**src/design/cnn_weight_pkg.sv**
```systemverilog
// ----------------------------------------------------------
// cnn weight package
// tile geometry of the weight buffer and the sizes derived
// from it, shared by the RTL and the testbench
// ----------------------------------------------------------
package cnn_weight_pkg;

    localparam int DW = 16;             // coefficient width
    localparam int K = 3;               // kernel side
    localparam int KERNEL_SIZE = K * K;
    localparam int TM = 2;              // input channel tile
    localparam int TN = 2;              // output channel tile
    localparam int X = 2;               // input channel banks per row
    localparam int Y = 2;               // bank rows
    localparam int NUM_BANKS = X * Y;

    localparam int BLOCK_SIZE = KERNEL_SIZE * TM;        // one output channel
    localparam int WEIGHT_SIZE = KERNEL_SIZE * TM * TN;  // one full load
    localparam int BANK_DEPTH = (TM / X) * (TN / Y) * KERNEL_SIZE;
    localparam int BANK_AW = $clog2(BANK_DEPTH);

    localparam int FIFO_DEPTH = 16;
    localparam int FIFO_AW = 4;

    // counter widths for the load controller
    localparam int WCNT_W = $clog2(WEIGHT_SIZE);
    localparam int XW = $clog2(X);
    localparam int YW = $clog2(Y);

endpackage

```
**src/design/weight_bank.sv**
```systemverilog
// ----------------------------------------------------------
// weight bank
// coefficient memory of one (output, input) channel pair with
// a self-advancing write pointer and a registered read port
// ----------------------------------------------------------
module weight_bank import cnn_weight_pkg::*; (
    input  logic               clk,
    input  logic               rst,
    input  logic               clear,
    input  logic               wr_en,
    input  logic [DW-1:0]      wr_data,
    input  logic [BANK_AW-1:0] rd_addr,
    output logic [DW-1:0]      rd_data
);

    logic [DW-1:0]      mem [BANK_DEPTH];
    logic [BANK_AW-1:0] wr_ptr;
    logic               has_room;

    assign has_room = wr_ptr < BANK_AW'(BANK_DEPTH);

    always_ff @(posedge clk or posedge rst) begin
        if (rst) begin
            wr_ptr <= '0;
        end else if (clear) begin
            wr_ptr <= '0;          // start of a new load
        end else if (wr_en && has_room) begin
            wr_ptr <= wr_ptr + 1'b1;
        end
    end

    always_ff @(posedge clk) begin
        if (wr_en && has_room) begin
            mem[wr_ptr] <= wr_data;
        end
        rd_data <= mem[rd_addr];   // one cycle read latency
    end

    // a load must not send more than one bank's worth between clears
    a_no_overflow: assert property (@(posedge clk) disable iff (rst) wr_en |-> has_room)
        else $error("weight bank written past its depth");

endmodule

```
**src/design/weight_buffer_top.sv**
```systemverilog
// ----------------------------------------------------------
// weight buffer top
// fifo, load controller, X by Y grid of weight banks and the
// read sequencer that feeds the compute array
// ----------------------------------------------------------
module weight_buffer_top import cnn_weight_pkg::*; (
    input  logic                    clk,
    input  logic                    rst,
    input  logic [DW-1:0]           wr_data,
    input  logic                    wr_push,
    input  logic                    load_start,
    input  logic                    rd_start,
    output logic                    fifo_full,
    output logic                    load_done,
    output logic                    rd_valid,
    output logic                    rd_done,
    output logic [NUM_BANKS*DW-1:0] rd_weights
);

    logic [DW-1:0]        fifo_data;
    logic                 fifo_empty;
    logic                 fifo_pop;
    logic [DW-1:0]        bank_wr_data;
    logic [NUM_BANKS-1:0] bank_wr_en;
    logic                 bank_clear;
    logic [BANK_AW-1:0]   rd_addr;    // shared by every bank

    weight_fifo weight_fifo_i (
        .clk      (clk),
        .rst      (rst),
        .push     (wr_push),
        .data_in  (wr_data),
        .pop      (fifo_pop),
        .data_out (fifo_data),
        .empty    (fifo_empty),
        .full     (fifo_full)
    );

    weight_load_ctrl weight_load_ctrl_i (
        .clk          (clk),
        .rst          (rst),
        .load_start   (load_start),
        .fifo_data    (fifo_data),
        .fifo_empty   (fifo_empty),
        .fifo_pop     (fifo_pop),
        .bank_wr_data (bank_wr_data),
        .bank_wr_en   (bank_wr_en),
        .bank_clear   (bank_clear),
        .load_done    (load_done)
    );

    // bank (o, i) sits in slice o*X+i
    for (genvar o = 0; o < Y; o++) begin : g_row
        for (genvar i = 0; i < X; i++) begin : g_col
            weight_bank weight_bank_i (
                .clk     (clk),
                .rst     (rst),
                .clear   (bank_clear),
                .wr_en   (bank_wr_en[o*X+i]),
                .wr_data (bank_wr_data),
                .rd_addr (rd_addr),
                .rd_data (rd_weights[(o*X+i)*DW +: DW])
            );
        end
    end

    weight_read_seq weight_read_seq_i (
        .clk      (clk),
        .rst      (rst),
        .rd_start (rd_start),
        .rd_addr  (rd_addr),
        .rd_valid (rd_valid),
        .rd_done  (rd_done)
    );

endmodule

```
**src/design/weight_fifo.sv**
```systemverilog
// ----------------------------------------------------------
// weight fifo
// first-word-fall-through queue for incoming coefficients,
// the head word is always visible on data_out
// ----------------------------------------------------------
module weight_fifo import cnn_weight_pkg::*; (
    input  logic          clk,
    input  logic          rst,
    input  logic          push,
    input  logic [DW-1:0] data_in,
    input  logic          pop,
    output logic [DW-1:0] data_out,
    output logic          empty,
    output logic          full
);

    logic [DW-1:0]      mem [FIFO_DEPTH];
    logic [FIFO_AW-1:0] wr_ptr;
    logic [FIFO_AW-1:0] rd_ptr;
    logic [FIFO_AW:0]   count;     // occupancy, one bit wider than the pointers
    logic               do_push;
    logic               do_pop;

    assign do_push = push && !full;
    assign do_pop  = pop && !empty;

    assign empty    = (count == '0);
    assign full     = (count == (FIFO_AW + 1)'(FIFO_DEPTH));
    assign data_out = mem[rd_ptr];

    always_ff @(posedge clk) begin
        if (do_push) begin
            mem[wr_ptr] <= data_in;
        end
    end

    // pointers wrap on their own since the depth is a power of two
    always_ff @(posedge clk or posedge rst) begin
        if (rst) begin
            wr_ptr <= '0;
            rd_ptr <= '0;
            count  <= '0;
        end else begin
            if (do_push) wr_ptr <= wr_ptr + 1'b1;
            if (do_pop)  rd_ptr <= rd_ptr + 1'b1;
            case ({do_push, do_pop})
                2'b10:   count <= count + 1'b1;
                2'b01:   count <= count - 1'b1;
                default: count <= count;
            endcase
        end
    end

    // the writer upstream and the load controller must respect the flags
    a_no_push_full: assert property (@(posedge clk) disable iff (rst) push |-> !full)
        else $error("weight fifo pushed while full");
    a_no_pop_empty: assert property (@(posedge clk) disable iff (rst) pop |-> !empty)
        else $error("weight fifo popped while empty");

endmodule

```
**src/design/weight_load_ctrl.sv**
```systemverilog
// ----------------------------------------------------------
// weight load controller
// drains the fifo during a load and steers each coefficient
// to its bank, kernel by kernel and row by row
// ----------------------------------------------------------
module weight_load_ctrl import cnn_weight_pkg::*; (
    input  logic                 clk,
    input  logic                 rst,
    input  logic                 load_start,
    input  logic [DW-1:0]        fifo_data,
    input  logic                 fifo_empty,
    output logic                 fifo_pop,
    output logic [DW-1:0]        bank_wr_data,
    output logic [NUM_BANKS-1:0] bank_wr_en,
    output logic                 bank_clear,
    output logic                 load_done
);

    logic              load_active;
    logic [WCNT_W-1:0] word_cnt;     // words popped so far in this load
    logic [XW-1:0]     in_idx;       // input channel bank
    logic [YW-1:0]     out_idx;      // output channel row
    logic              kernel_end;
    logic              block_end;
    logic              last_word;
    logic              last_wr;      // write of the final word is in flight

    assign fifo_pop   = load_active && !fifo_empty;
    assign kernel_end = (int'(word_cnt) % KERNEL_SIZE) == KERNEL_SIZE - 1;
    assign block_end  = (int'(word_cnt) % BLOCK_SIZE) == BLOCK_SIZE - 1;
    assign last_word  = word_cnt == WCNT_W'(WEIGHT_SIZE - 1);

    always_ff @(posedge clk or posedge rst) begin
        if (rst) begin
            load_active <= 1'b0;
            word_cnt    <= '0;
            in_idx      <= '0;
            out_idx     <= '0;
        end else if (load_start) begin
            load_active <= 1'b1;
            word_cnt    <= '0;
            in_idx      <= '0;
            out_idx     <= '0;
        end else if (fifo_pop) begin
            word_cnt <= word_cnt + 1'b1;
            if (last_word) load_active <= 1'b0;
            if (kernel_end) in_idx <= (in_idx == XW'(X - 1)) ? '0 : in_idx + 1'b1;
            if (block_end)  out_idx <= (out_idx == YW'(Y - 1)) ? '0 : out_idx + 1'b1;
        end
    end

    // popped word and its one-hot bank select, written one edge later
    always_ff @(posedge clk or posedge rst) begin
        if (rst) begin
            bank_wr_en <= '0;
            bank_clear <= 1'b0;
            last_wr    <= 1'b0;
            load_done  <= 1'b0;
        end else begin
            for (int b = 0; b < NUM_BANKS; b++) begin
                bank_wr_en[b] <= fifo_pop && (b == int'(out_idx) * X + int'(in_idx));
            end
            bank_clear <= load_start;     // rewinds all write pointers
            last_wr    <= fifo_pop && last_word;
            load_done  <= last_wr;        // last word is in its bank by now
        end
    end

    always_ff @(posedge clk) begin
        if (fifo_pop) bank_wr_data <= fifo_data;
    end

    a_no_restart: assert property (@(posedge clk) disable iff (rst)
        load_start |-> !load_active)
        else $error("load_start seen while a load is in progress");

endmodule

```
**src/design/weight_read_seq.sv**
```systemverilog
// ----------------------------------------------------------
// weight read sequencer
// sweeps every bank through all addresses in lock step and
// flags the beats once the bank read latency has passed
// ----------------------------------------------------------
module weight_read_seq import cnn_weight_pkg::*; (
    input  logic               clk,
    input  logic               rst,
    input  logic               rd_start,
    output logic [BANK_AW-1:0] rd_addr,
    output logic               rd_valid,
    output logic               rd_done
);

    logic active;
    logic last_addr;

    assign last_addr = rd_addr == BANK_AW'(BANK_DEPTH - 1);

    // address counter, 0 to BANK_DEPTH-1 once per sweep
    always_ff @(posedge clk or posedge rst) begin
        if (rst) begin
            active  <= 1'b0;
            rd_addr <= '0;
        end else if (rd_start) begin
            active  <= 1'b1;
            rd_addr <= '0;
        end else if (active) begin
            if (last_addr) begin
                active  <= 1'b0;
                rd_addr <= '0;
            end else begin
                rd_addr <= rd_addr + 1'b1;
            end
        end
    end

    // match the registered read port of the banks
    always_ff @(posedge clk or posedge rst) begin
        if (rst) begin
            rd_valid <= 1'b0;
            rd_done  <= 1'b0;
        end else begin
            rd_valid <= active;
            rd_done  <= active && last_addr;
        end
    end

    a_no_restart: assert property (@(posedge clk) disable iff (rst) rd_start |-> !active)
        else $error("rd_start seen while a sweep is active");

endmodule

```
**config.mk**
```make
export PLATFORM = sky130hd
export DESIGN_NAME = weight_buffer_top
export DESIGN_NICKNAME = d
export VERILOG_FILES = /design/src/design/cnn_weight_pkg.sv /design/src/design/weight_bank.sv /design/src/design/weight_buffer_top.sv /design/src/design/weight_fifo.sv /design/src/design/weight_load_ctrl.sv /design/src/design/weight_read_seq.sv
export SDC_FILE = /design/constraint.sdc
export NUM_CORES = 1
export LEC_CHECK = 0
export ABC_AREA = 1
export BUFFER_PORTS_ARGS = -buffer_cell sky130_fd_sc_hd__buf_2
export CAP_MARGIN = 20
export CORE_ASPECT_RATIO = 1.2
export CORE_UTILIZATION = 50
export DETAILED_ROUTE_END_ITERATION = 12
export MAX_ROUTING_LAYER = met4
export PLACE_DENSITY_LB_ADDON = 0.1
export SLEW_MARGIN = 15
export SYNTH_ARGS = -nofsm -noshare
export SYNTH_HDL_FRONTEND = slang
export SYNTH_SLANG_ARGS = --single-unit
```
**constraint.sdc**
```tcl
create_clock -name clk -period 4.1 [get_ports clk]
set_input_delay 0.82 -clock clk [delete_from_list [all_inputs] [get_ports clk]]
set_output_delay 0.82 -clock clk [all_outputs]
set_load 0.01 [all_outputs]
```
==> results of run 1 <==
## flip-flops by register name, summed over array words and instances, names as in the netlist, 5 cells and up
name                               cells
g_row.g_col.weight_bank_i.mem        576
weight_fifo_i.mem                    256
g_row.g_col.weight_bank_i.rd_data     64
g_row.g_col.weight_bank_i.wr_ptr      16
weight_load_ctrl_i.bank_wr_data       16
weight_load_ctrl_i.word_cnt            6
weight_fifo_i.count                    5
## final cells by class
| cell class | count | area, sq um | area share |
|---|---|---|---|
| Antenna cell | 2 | 5.00 | 0.000119 |
| Inverter | 103 | 395 | 0.00940 |
| Sequential cell | 964 | 28100 | 0.667 |
| Tap cell | 999 | 1250 | 0.0297 |
| Timing Repair Buffer | 158 | 1040 | 0.0246 |
| Clock inverter | 35 | 327 | 0.00776 |
| Clock buffer | 141 | 2740 | 0.0652 |
| Multi-Input combinational cell | 1509 | 8260 | 0.196 |
## metal layers
layer / wire [um] / global-route usage / vias up
met5: 0 / - / -
met4: 2450 / 0.0862 / 0
met3: 4520 / 0.0292 / 147
met2: 46300 / 0.427 / 635
met1: 35200 / 0.293 / 11400
li1: - / - / 10300
## cell usage in the layout (no fill, tap or decap), drive strengths merged
cell type / Yosys / final
dfxtp: 64 / 64
edfxtp: 848 / 848
dfrtp: 52 / 52
xnor2: 2 / 2
clkinvlp: 0 / 1
a21oi: 16 / 16
and2: 1 / 1
clkinv: 3 / 30
nor2: 420 / 420
o21ai: 342 / 342
o22ai: 27 / 27
nor3: 15 / 15
nand4: 12 / 12
fa: 1 / 1
mux2i: 47 / 47
o32ai: 15 / 15
nor4: 1 / 1
nand3: 114 / 114
diode: 0 / 2
buf: 17 / 158
o211ai: 38 / 38
and3: 1 / 1
a21o: 1 / 1
bufinv: 0 / 5
a211oi: 3 / 3
nand2: 251 / 251
o221ai: 152 / 152
a2111oi: 1 / 1
ha: 37 / 37
clkbuf: 148 / 141
xor2: 12 / 12
inv: 100 / 102
## path summary, 6_finish.rpt
path | endpoint | slack (ns) | cells past startpoint
max | weight_load_ctrl_i.in_idx | 0.89 | 21
min | weight_read_seq_i.rd_addr[1] | 0.36 | 2
max reg2reg | weight_load_ctrl_i.in_idx | 0.89 | 21
min reg2reg | weight_load_ctrl_i.load_done | 0.36 | 0
max in group asynchronous | g_row[0].g_col[1].weight_bank_i.wr_ptr[2] | 2.89 | 3
min in group clk | weight_load_ctrl_i.load_done | 0.36 | 0
## power groups by stage
stage,clock (mW),sequential (mW),combinational (mW)
2_1_floorplan,0,13.4,2.66
4_1_cts,8.68,13.0,5.05
5_1_grt,9.08,13.0,5.55
3_5_place_dp,0,13.2,5.03
3_3_place_gp,0,13.2,4.86
6_report,8.55,12.9,5.04
## logic make-up after synthesis
group	Yosys count
AOI/OAI and AO/OA	595
and+or+nand+nor	815
xor gates and xnor gates	14
muxes	47
DFF	964
adders and majority gates	38
buffers and inverters	268
## critical path: stages, from the launching register on
cell	delay [ns]
dfrtp_1	0.42
nor2_2	0.20
nand2_1	0.09
ha_1	0.28
nand2_1	0.10
nand2_1	0.06
nor2_1	0.14
nand3_2	0.14
nand3_4	0.20
xor2_2	0.25
ha_1	0.24
nand3_2	0.11
nand2_2	0.11
nand2_2	0.05
nor2_2	0.12
nand2_2	0.11
nand2_1	0.07
nand3_1	0.06
nor2_1	0.14
nand3_1	0.09
nand2_1	0.06
nor2_1	0.04
## cell usage after synthesis
| library cell | instances |
|---|---|
| a2111oi_0 | 1 |
| a211oi_1 | 3 |
| a21o_1 | 1 |
| a21oi_1 | 16 |
| and2_1 | 1 |
| and3_1 | 1 |
| buf_1 | 15 |
| buf_2 | 1 |
| buf_6 | 1 |
| clkbuf_1 | 148 |
| clkinv_1 | 3 |
| dfrtp_1 | 52 |
| dfxtp_1 | 64 |
| edfxtp_1 | 848 |
| fa_1 | 1 |
| ha_1 | 37 |
| inv_1 | 96 |
| inv_2 | 3 |
| inv_4 | 1 |
| mux2i_1 | 47 |
| nand2_1 | 234 |
| nand2_2 | 13 |
| nand2_4 | 4 |
| nand3_1 | 106 |
| nand3_2 | 5 |
| nand3_4 | 3 |
| nand4_1 | 12 |
| nor2_1 | 414 |
| nor2_2 | 4 |
| nor2_4 | 1 |
| nor2_8 | 1 |
| nor3_1 | 15 |
| nor4_1 | 1 |
| o211ai_1 | 38 |
| o21ai_0 | 341 |
| o21ai_1 | 1 |
| o221ai_1 | 152 |
| o22ai_1 | 27 |
| o32ai_1 | 15 |
| xnor2_1 | 2 |
| xor2_1 | 11 |
| xor2_2 | 1 |
## through the flow
stage	hold WS [ns]	setup WS, ns	util
2_1_floorplan	0.331	1.31	-
3_3_place_gp	0.346	1.09	0.528
3_5_place_dp	0.346	0.949	0.528
4_1_cts	0.361	0.926	0.570
5_1_grt	0.378	0.621	0.570
6_report	0.359	0.893	0.570
==> flow_summary.toml, run 1 <==
[clock_tree]
clockBufferDepth = 3
path_clk_slew_ns = 0.06
cts_hold_buffers = 0
clock_sinks = 964
cts_buffers = 93
cts_tree = "yes"
clock_latency_ns = 0.66
root_buffer = "clkbuf_16"
post_cts_buffers = 0
htree_levels = 3
cts_resized = 0

[synth]
avgSynthCellArea_sq_um = 13.6
synthTopCellsByArea = "edfxtp_1 68%, o21ai_0 4.6%, nor2_1 4.2%"
ys_types = 42
ys_ff_latch = 964
yosysSeqAreaShare = 0.752
syn_area_sq_mm = 0.0373
synth_top_family_by_area = "compound AO/OA/AOI/OAI gates"
synth_xor_area_frac = 0.00349
synthSimpleGateAreaFrac = 0.0916
synthMuxAreaShare = 0.0126
synthAdderAreaFrac = 0.0129
synth_top_cell_by_area = "edfxtp_1"
synth_top_area_frac = 0.682
synthCells = 2741
syn_nets = 2800
synth_compound_gate_area_share = 0.100
ys_warn_count = 0

[die]
die_h_um = 301
num_rows = 109
dieWidth_um = 251
initial_utilization = 0.506
die_area_sq_mm = 0.0757
coreArea_sq_mm = 0.0738
ios = 89

[sta]
hold_violations = 0
drv_slew = 0
worst_pin_slew_ns = 1.08
max_freq_ghz = 0.312
period_needed_ns = 3.21
relSlewSlack = 0.278
setup_viol = 0
fin_skew_ns = 0.0253
finalSetupTns_ns = 0
rsz0062_at_grt = "no"
fin_crit_sh = 0.782

[final_layout]
fillers = 5825
fin_area_sq_mm = 0.0421
nNetsFinal = 2888
stdcell_count = 3911
drive_gt1_frac = 0.119
syn_to_final_growth_pct = 12.8

[global_routing]
grt_pass1_vias = 22700
grtUsageTotal = 0.244
overflow = 0
grt_pass1_wl_mm = 134
grt_max_degree = 149
antenna_found_initial = 2

[route]
route.detailed.drc = 0
viasPerCell = 5.75
vias = 22500
wl_per_cell_um = 22.6
drtPass1Iterations = 6
drtIter0Drc = 1883
wl_mm = 88.5
postRouteAntennaNets = 0

[power_and_ir_drop]
clockPowerShare = 0.322
sequentialPowerShare = 0.488
power_mw = 26.5
irDropWorstVdd_mv = 0.422
power_switching_mw = 7.69
power-per-cell-area_mw_per_mm2 = 631
power_switching_share = 0.290
leakage_nw = 14.7
combPwrFrac = 0.190
power.internal_mw = 18.8

[critical_path]
setup.worst_path.class = "register to register"
worst-path-max-fanout = 9
cp-startpoint = "weight_load_ctrl_i.word_cnt[2]"
worstPathRequired_ns = 4.62
cp-end-kind = "register"
worstPathArrival_ns = 3.73
crit_path_start_kind = "register"
worstReg2RegStart = "weight_load_ctrl_i.word_cnt[2]"

[placed_design]
dp.cells = 3732
port_buffers = 88
placed_area_sq_mm = 0.0390
hpwl_mm = 47.0
routabilityCongestion = 0.798

[run]
cap_violations = 0

[hold_path]
hold_path_class = "input pin to async pin"

[run_status]
outcome = "finished clean"
Power figures use the tool's default switching activity.
==> run 2, diff against run 1 <==
==> constraint.sdc (replaced) <==
create_clock -name clk -period 3.1 [get_ports clk]
set_input_delay 0.62 -clock clk [delete_from_list [all_inputs] [get_ports clk]]
set_output_delay 0.62 -clock clk [all_outputs]
set_load 0.01 [all_outputs]
==> run 2 against run 1 <==
  * Combinational power increased by 37%
  * Setup slack lost 0.84 ns
  * First-iteration DRC count shrank 11%
  * Critical path type unchanged
==> flow_summary.toml, run 2 (synthesized netlist as in run 1, its figures left out) <==
[run_status]
outcome = "finished clean"

[sta]
worst_pin_slew_ns = 0.867
drv_slew = 0
max_freq_ghz = 0.328
fin_skew_ns = 0.0255
relSlewSlack = 0.422
setup_viol = 0
hold_violations = 0
period_needed_ns = 3.05
finalSetupTns_ns = 0
fin_crit_sh = 0.983

[clock_tree]
clock_sinks = 964
cts_tree = "yes"
cts_hold_buffers = 0
root_buffer = "clkbuf_16"
clock_latency_ns = 0.65
htree_levels = 3
cts_buffers = 92
clockBufferDepth = 3
path_clk_slew_ns = 0.06

[global_routing]
gr-usage-met1 = 0.299
overflow = 0
grt_util_met2 = 0.416
grt_pass1_vias = 22300
grt_pass1_wl_mm = 134
grt_use_met3 = 0.0312
grt_busiest_layer = "met2"
grt_max_degree = 137
antenna_found_initial = 3
grtUsageTotal = 0.243

[route]
drtPass1Iterations = 5
route.detailed.drc = 0
wl_per_cell_um = 22.5
vias = 22500
postRouteAntennaNets = 0
viasPerCell = 5.71
drtIter0Drc = 1668
wl_mm = 89.0

[power_and_ir_drop]
power-per-cell-area_mw_per_mm2 = 823
irDropWorstVdd_mv = 0.519
power_switching_share = 0.292
combPwrFrac = 0.198
leakage_nw = 14.9
power.internal_mw = 24.7
power_switching_mw = 10.2
sequentialPowerShare = 0.489
clockPowerShare = 0.313
power_mw = 34.9

[final_layout]
drive_gt1_frac = 0.133
stdcell_count = 3948
top_regs = "g_row.g_col.weight_bank_i.mem (576), weight_fifo_i.mem (256), g_row.g_col.weight_bank_i.rd_data (64)"
largest_reg_flops = 576
final_cell_mix = "848 x edfxtp_1, 409 x nor2_1, 341 x o21ai_0, 234 x nand2_1, 152 x o221ai_1"
nNetsFinal = 2931
final_common_cell = "edfxtp_1"
fin_area_sq_mm = 0.0424
fillers = 5812
syn_to_final_growth_pct = 13.8
regMostFlops = "g_row.g_col.weight_bank_i.mem"

[placed_design]
placed_area_sq_mm = 0.0394
port_buffers = 88
routabilityCongestion = 0.798
dp.cells = 3771
hpwl_mm = 48.6

[critical_path]
r2r_setup_slack_ns = 0.05
cp-end-kind = "register"
worstReg2RegStart = "weight_load_ctrl_i.word_cnt[4]"
timing.rr.end = "weight_load_ctrl_i.in_idx"
r2r_cells = 21
crit_path_start_kind = "register"
worst-path-max-fanout = 7
setup.worst_path.class = "register to register"
worstPathRequired_ns = 3.62
worstPathArrival_ns = 3.57

[die]
coreArea_sq_mm = 0.0738
initial_utilization = 0.506
ios = 89
dieWidth_um = 251
die_h_um = 301
num_rows = 109
die_area_sq_mm = 0.0757

[hold_path]
hold_path_class = "input pin to async pin"

[run]
cap_violations = 0
[run 2: changes by cell type in the layout (fill, tap and decap cells not counted), moves of 3 or more]
cell,before,now
clkbuf_8,13,6
inv_6,2,6
dfrtp_1,46,43
clkbuf_1,30,24
buf_4,65,99
buf_12,4,13
clkinvlp_4,1,5
dfrtp_2,1,4
nor2_1,412,409
clkbuf_16,98,92
[run 2: worst max-delay path by stage]
stage                                         startpoint                         to  depth (start not counted)
after global placement    weight_load_ctrl_i.word_cnt[2]  weight_load_ctrl_i.in_idx                         21
after detailed placement  weight_load_ctrl_i.word_cnt[2]  weight_load_ctrl_i.in_idx                         21
after floorplan           weight_load_ctrl_i.word_cnt[2]  weight_load_ctrl_i.in_idx                         21
after global routing      weight_load_ctrl_i.word_cnt[4]  weight_load_ctrl_i.in_idx                         21
final                     weight_load_ctrl_i.word_cnt[4]  weight_load_ctrl_i.in_idx                         21
after CTS                 weight_load_ctrl_i.word_cnt[2]  weight_load_ctrl_i.in_idx                         21
[run 2: critical path, stage by stage (launching register included)]
cell and delay (ns):
dfrtp_1 0.47, inv_2 0.12, nand2_1 0.07, ha_1 0.27
nand2_1 0.10, nand2_1 0.08, nor2_2 0.13, nand3_2 0.12
nand3_4 0.14, xor2_4 0.22, ha_1 0.18, nand3_1 0.11
nor2_2 0.19, nand3_2 0.14, nand2_4 0.12, nand2_2 0.05
nand2_1 0.07, nand2_1 0.06, nor2_2 0.12, nand3_1 0.07
nand2_1 0.07, nor2_1 0.04
[run 2: final cells by class]
| cell class | count | area, sq um | share of cell area |
|---|---|---|---|
| Multi-Input combinational cell | 1509 | 8300 | 0.196 |
| Sequential cell | 964 | 28100 | 0.661 |
| Inverter | 103 | 395 | 0.00932 |
| Antenna cell | 3 | 7.51 | 0.000177 |
| Tap cell | 999 | 1250 | 0.0294 |
| Clock buffer | 122 | 2470 | 0.0583 |
| Timing Repair Buffer | 202 | 1500 | 0.0353 |
| Clock inverter | 46 | 448 | 0.0106 |
[run 2: power groups by stage]
stage	Combinational, mW	Clock, mW	Sequential [mW]
global route	7.57	11.6	17.2
floorplan	3.51	0	17.7
finish	6.92	10.9	17.1
CTS	6.93	11.1	17.1
detailed placement	6.91	0	17.4
global placement	6.57	0	17.4
[run 2: metal layers]
layer | part of all wire | wire (um)
met5 | 0 | 0
met4 | 0.027 | 2430
met3 | 0.053 | 4700
met2 | 0.51 | 45600
met1 | 0.41 | 36300
[run 2: through the flow]
step           utilization  worst slack (ns)  hold slack, ns
6_report             0.575            0.0517           0.190
2_1_floorplan            -             0.314           0.331
3_3_place_gp         0.534             0.173           0.346
4_1_cts              0.574            0.0284           0.172
5_1_grt              0.575            -0.147           0.183
3_5_place_dp         0.534            0.0474           0.345
[run 2: what timing repair did]
item,CTS,global route
endpoints found under the setup margin,0,1
resized for setup,0,12
buffers inserted,0,6
hold endpoints to repair,0,0
==> run 3, diff against run 2 <==
--- a/config.mk
+++ b/config.mk
@@ -10,6 +10,7 @@
 export CAP_MARGIN = 20
 export CORE_ASPECT_RATIO = 1.2
 export CORE_UTILIZATION = 50
+export CTS_BUF_LIST = sky130_fd_sc_hd__clkbuf_16
 export DETAILED_ROUTE_END_ITERATION = 12
 export MAX_ROUTING_LAYER = met4
 export PLACE_DENSITY_LB_ADDON = 0.1
==> run 3 against run 2 <==
  * First-iteration DRC count is essentially flat
  * Largest power group unchanged
  * Highest routed layer unchanged
  * Setup slack improved by 0.015 ns
  * Power fell by 0.68%
  * Clock power hardly changed
  * Non-clock buffer count is the same
  * Largest cell class unchanged
  * Clock skew is 0.00086 ns higher
  * Register-to-register slack about the same
==> flow_summary.toml, run 3 (synthesized netlist as in run 1, its figures left out) <==
[power_and_ir_drop]
irDropWorstVdd_mv = 0.520
leakage_nw = 15.0
power-per-cell-area_mw_per_mm2 = 819

[placed_design]
hpwl_mm = 48.6
routabilityCongestion = 0.798
port_buffers = 88

[clock_tree]
cts_hold_buffers = 0
root_buffer = "clkbuf_16"
htree_levels = 3
path_clk_slew_ns = 0.06
cts_buffers = 92
clockBufferDepth = 3
clock_sinks = 964
cts_tree = "yes"
clock_latency_ns = 0.65

[sta]
hold_violations = 0
holdWs_ns = 0.187
setup_viol = 0
drv_slew = 0
fin_skew_ns = 0.0264
period_needed_ns = 3.03
finalSetupTns_ns = 0
relSlewSlack = 0.423
max_freq_ghz = 0.330
worst_pin_slew_ns = 0.864
fin_crit_sh = 0.978

[final_layout]
final_cell_mix = "848 x edfxtp_1, 409 x nor2_1, 341 x o21ai_0, 234 x nand2_1, 152 x o221ai_1"
regMostFlops = "g_row.g_col.weight_bank_i.mem"
drive_gt1_frac = 0.131
largest_reg_flops = 576
nNetsFinal = 2931
final_common_cell = "edfxtp_1"
syn_to_final_growth_pct = 13.6
top_regs = "g_row.g_col.weight_bank_i.mem (576), weight_fifo_i.mem (256), g_row.g_col.weight_bank_i.rd_data (64)"

[die]
coreArea_sq_mm = 0.0738
ios = 89
die_area_sq_mm = 0.0757
initial_utilization = 0.506
num_rows = 109
dieWidth_um = 251
die_h_um = 301

[global_routing]
grt_pass1_wl_mm = 134
overflow = 0
grtUsageTotal = 0.243
antenna_found_initial = 3
grt_pass1_vias = 22300
grt_max_degree = 137

[run]
cap_violations = 0

[route]
drtPass1Iterations = 5
route.detailed.drc = 0
vias = 22600
viasPerCell = 5.72
postRouteAntennaNets = 0
wl_per_cell_um = 22.5
wl_mm = 88.9
drtIter0Drc = 1667

[run_status]
outcome = "finished clean"

[critical_path]
cp-startpoint = "weight_load_ctrl_i.word_cnt[4]"
cp-end-kind = "register"
worstPathRequired_ns = 3.62
setup.worst_path.class = "register to register"
worstReg2RegStart = "weight_load_ctrl_i.word_cnt[4]"
endpoint = "weight_load_ctrl_i.in_idx"
r2r_cells = 21
worst-path-max-fanout = 7
timing.rr.end = "weight_load_ctrl_i.in_idx"
r2r_setup_slack_ns = 0.07
crit_path_start_kind = "register"
worstPathArrival_ns = 3.55

[hold_path]
hold_path_class = "input pin to async pin"
-- run 3: changes by cell type in the layout (fill, tap and decap cells not counted) --
cell,previous run,this run
clkbuf_1,24,0
clkbuf_8,6,0
clkinv_1,13,19
diode_2,3,2
inv_1,91,115
-- run 3: worst min path at each step --
stage / cells after the start / startpoint / slack (ns) / endpoint
floorplan: 0 / weight_load_ctrl_i.last_wr / 0.33 / weight_load_ctrl_i.load_done
global placement: 0 / weight_load_ctrl_i.last_wr / 0.35 / weight_load_ctrl_i.load_done
detailed placement: 0 / weight_load_ctrl_i.last_wr / 0.34 / weight_load_ctrl_i.load_done
CTS: 3 / rd_start / 0.17 / weight_read_seq_i.active
global route: 1 / load_start / 0.18 / weight_load_ctrl_i.bank_clear
finish: 3 / rst / 0.19 / weight_read_seq_i.active
-- run 3: per-layer routing --
layer | GRT usage | wire length [um]
met4 | 0.0804 | 2380
met3 | 0.0312 | 4840
met1 | 0.299 | 36000
met2 | 0.417 | 45700
met5 | - | 0
-- run 3: layout make-up --
cell class	count	area, sq um
antenna	2	5.00
clock buffer	92	2300
clock inverter	76	561
fill	5820	31400
inverter	103	395
multi-input combinational	1509	8300
sequential	964	28100
tap	999	1250
timing repair buffer	202	1500
-- run 3: timing repair --
action	in CTS	in global routing
endpoints found under the setup margin	0	1
resized for setup	0	12
setup buffers	0	6
-- run 3: stage by stage --
step            util  setup WS, ns  instance area [sq um]  power, mW  cells
6_report       0.574        0.0667                  42400       34.7   3947
3_5_place_dp   0.534        0.0474                  39400       24.3   3771
5_1_grt        0.574        -0.147                  42400       36.2   3947
3_3_place_gp   0.534         0.173                  39400       24.0   3769
4_1_cts        0.573        0.0284                  42300       34.9   3939
2_1_floorplan      -         0.314                  37300       21.2   2741
-- run 3: critical path: stages, from the launching register on --
cell	delay [ns]
dfrtp_1	0.46
inv_2	0.12
nand2_1	0.06
ha_1	0.27
nand2_1	0.10
nand2_1	0.08
nor2_2	0.13
nand3_2	0.12
nand3_4	0.14
xor2_4	0.22
ha_1	0.18
nand3_1	0.10
nor2_2	0.19
nand3_2	0.14
nand2_4	0.12
nand2_2	0.05
nand2_1	0.07
nand2_1	0.06
nor2_2	0.12
nand3_1	0.07
nand2_1	0.07
nor2_1	0.04
-- run 3: power breakdown --
group	internal [mW]	switching, mW
combinational	2.01	4.91
sequential	16.5	0.566
clock	5.99	4.70
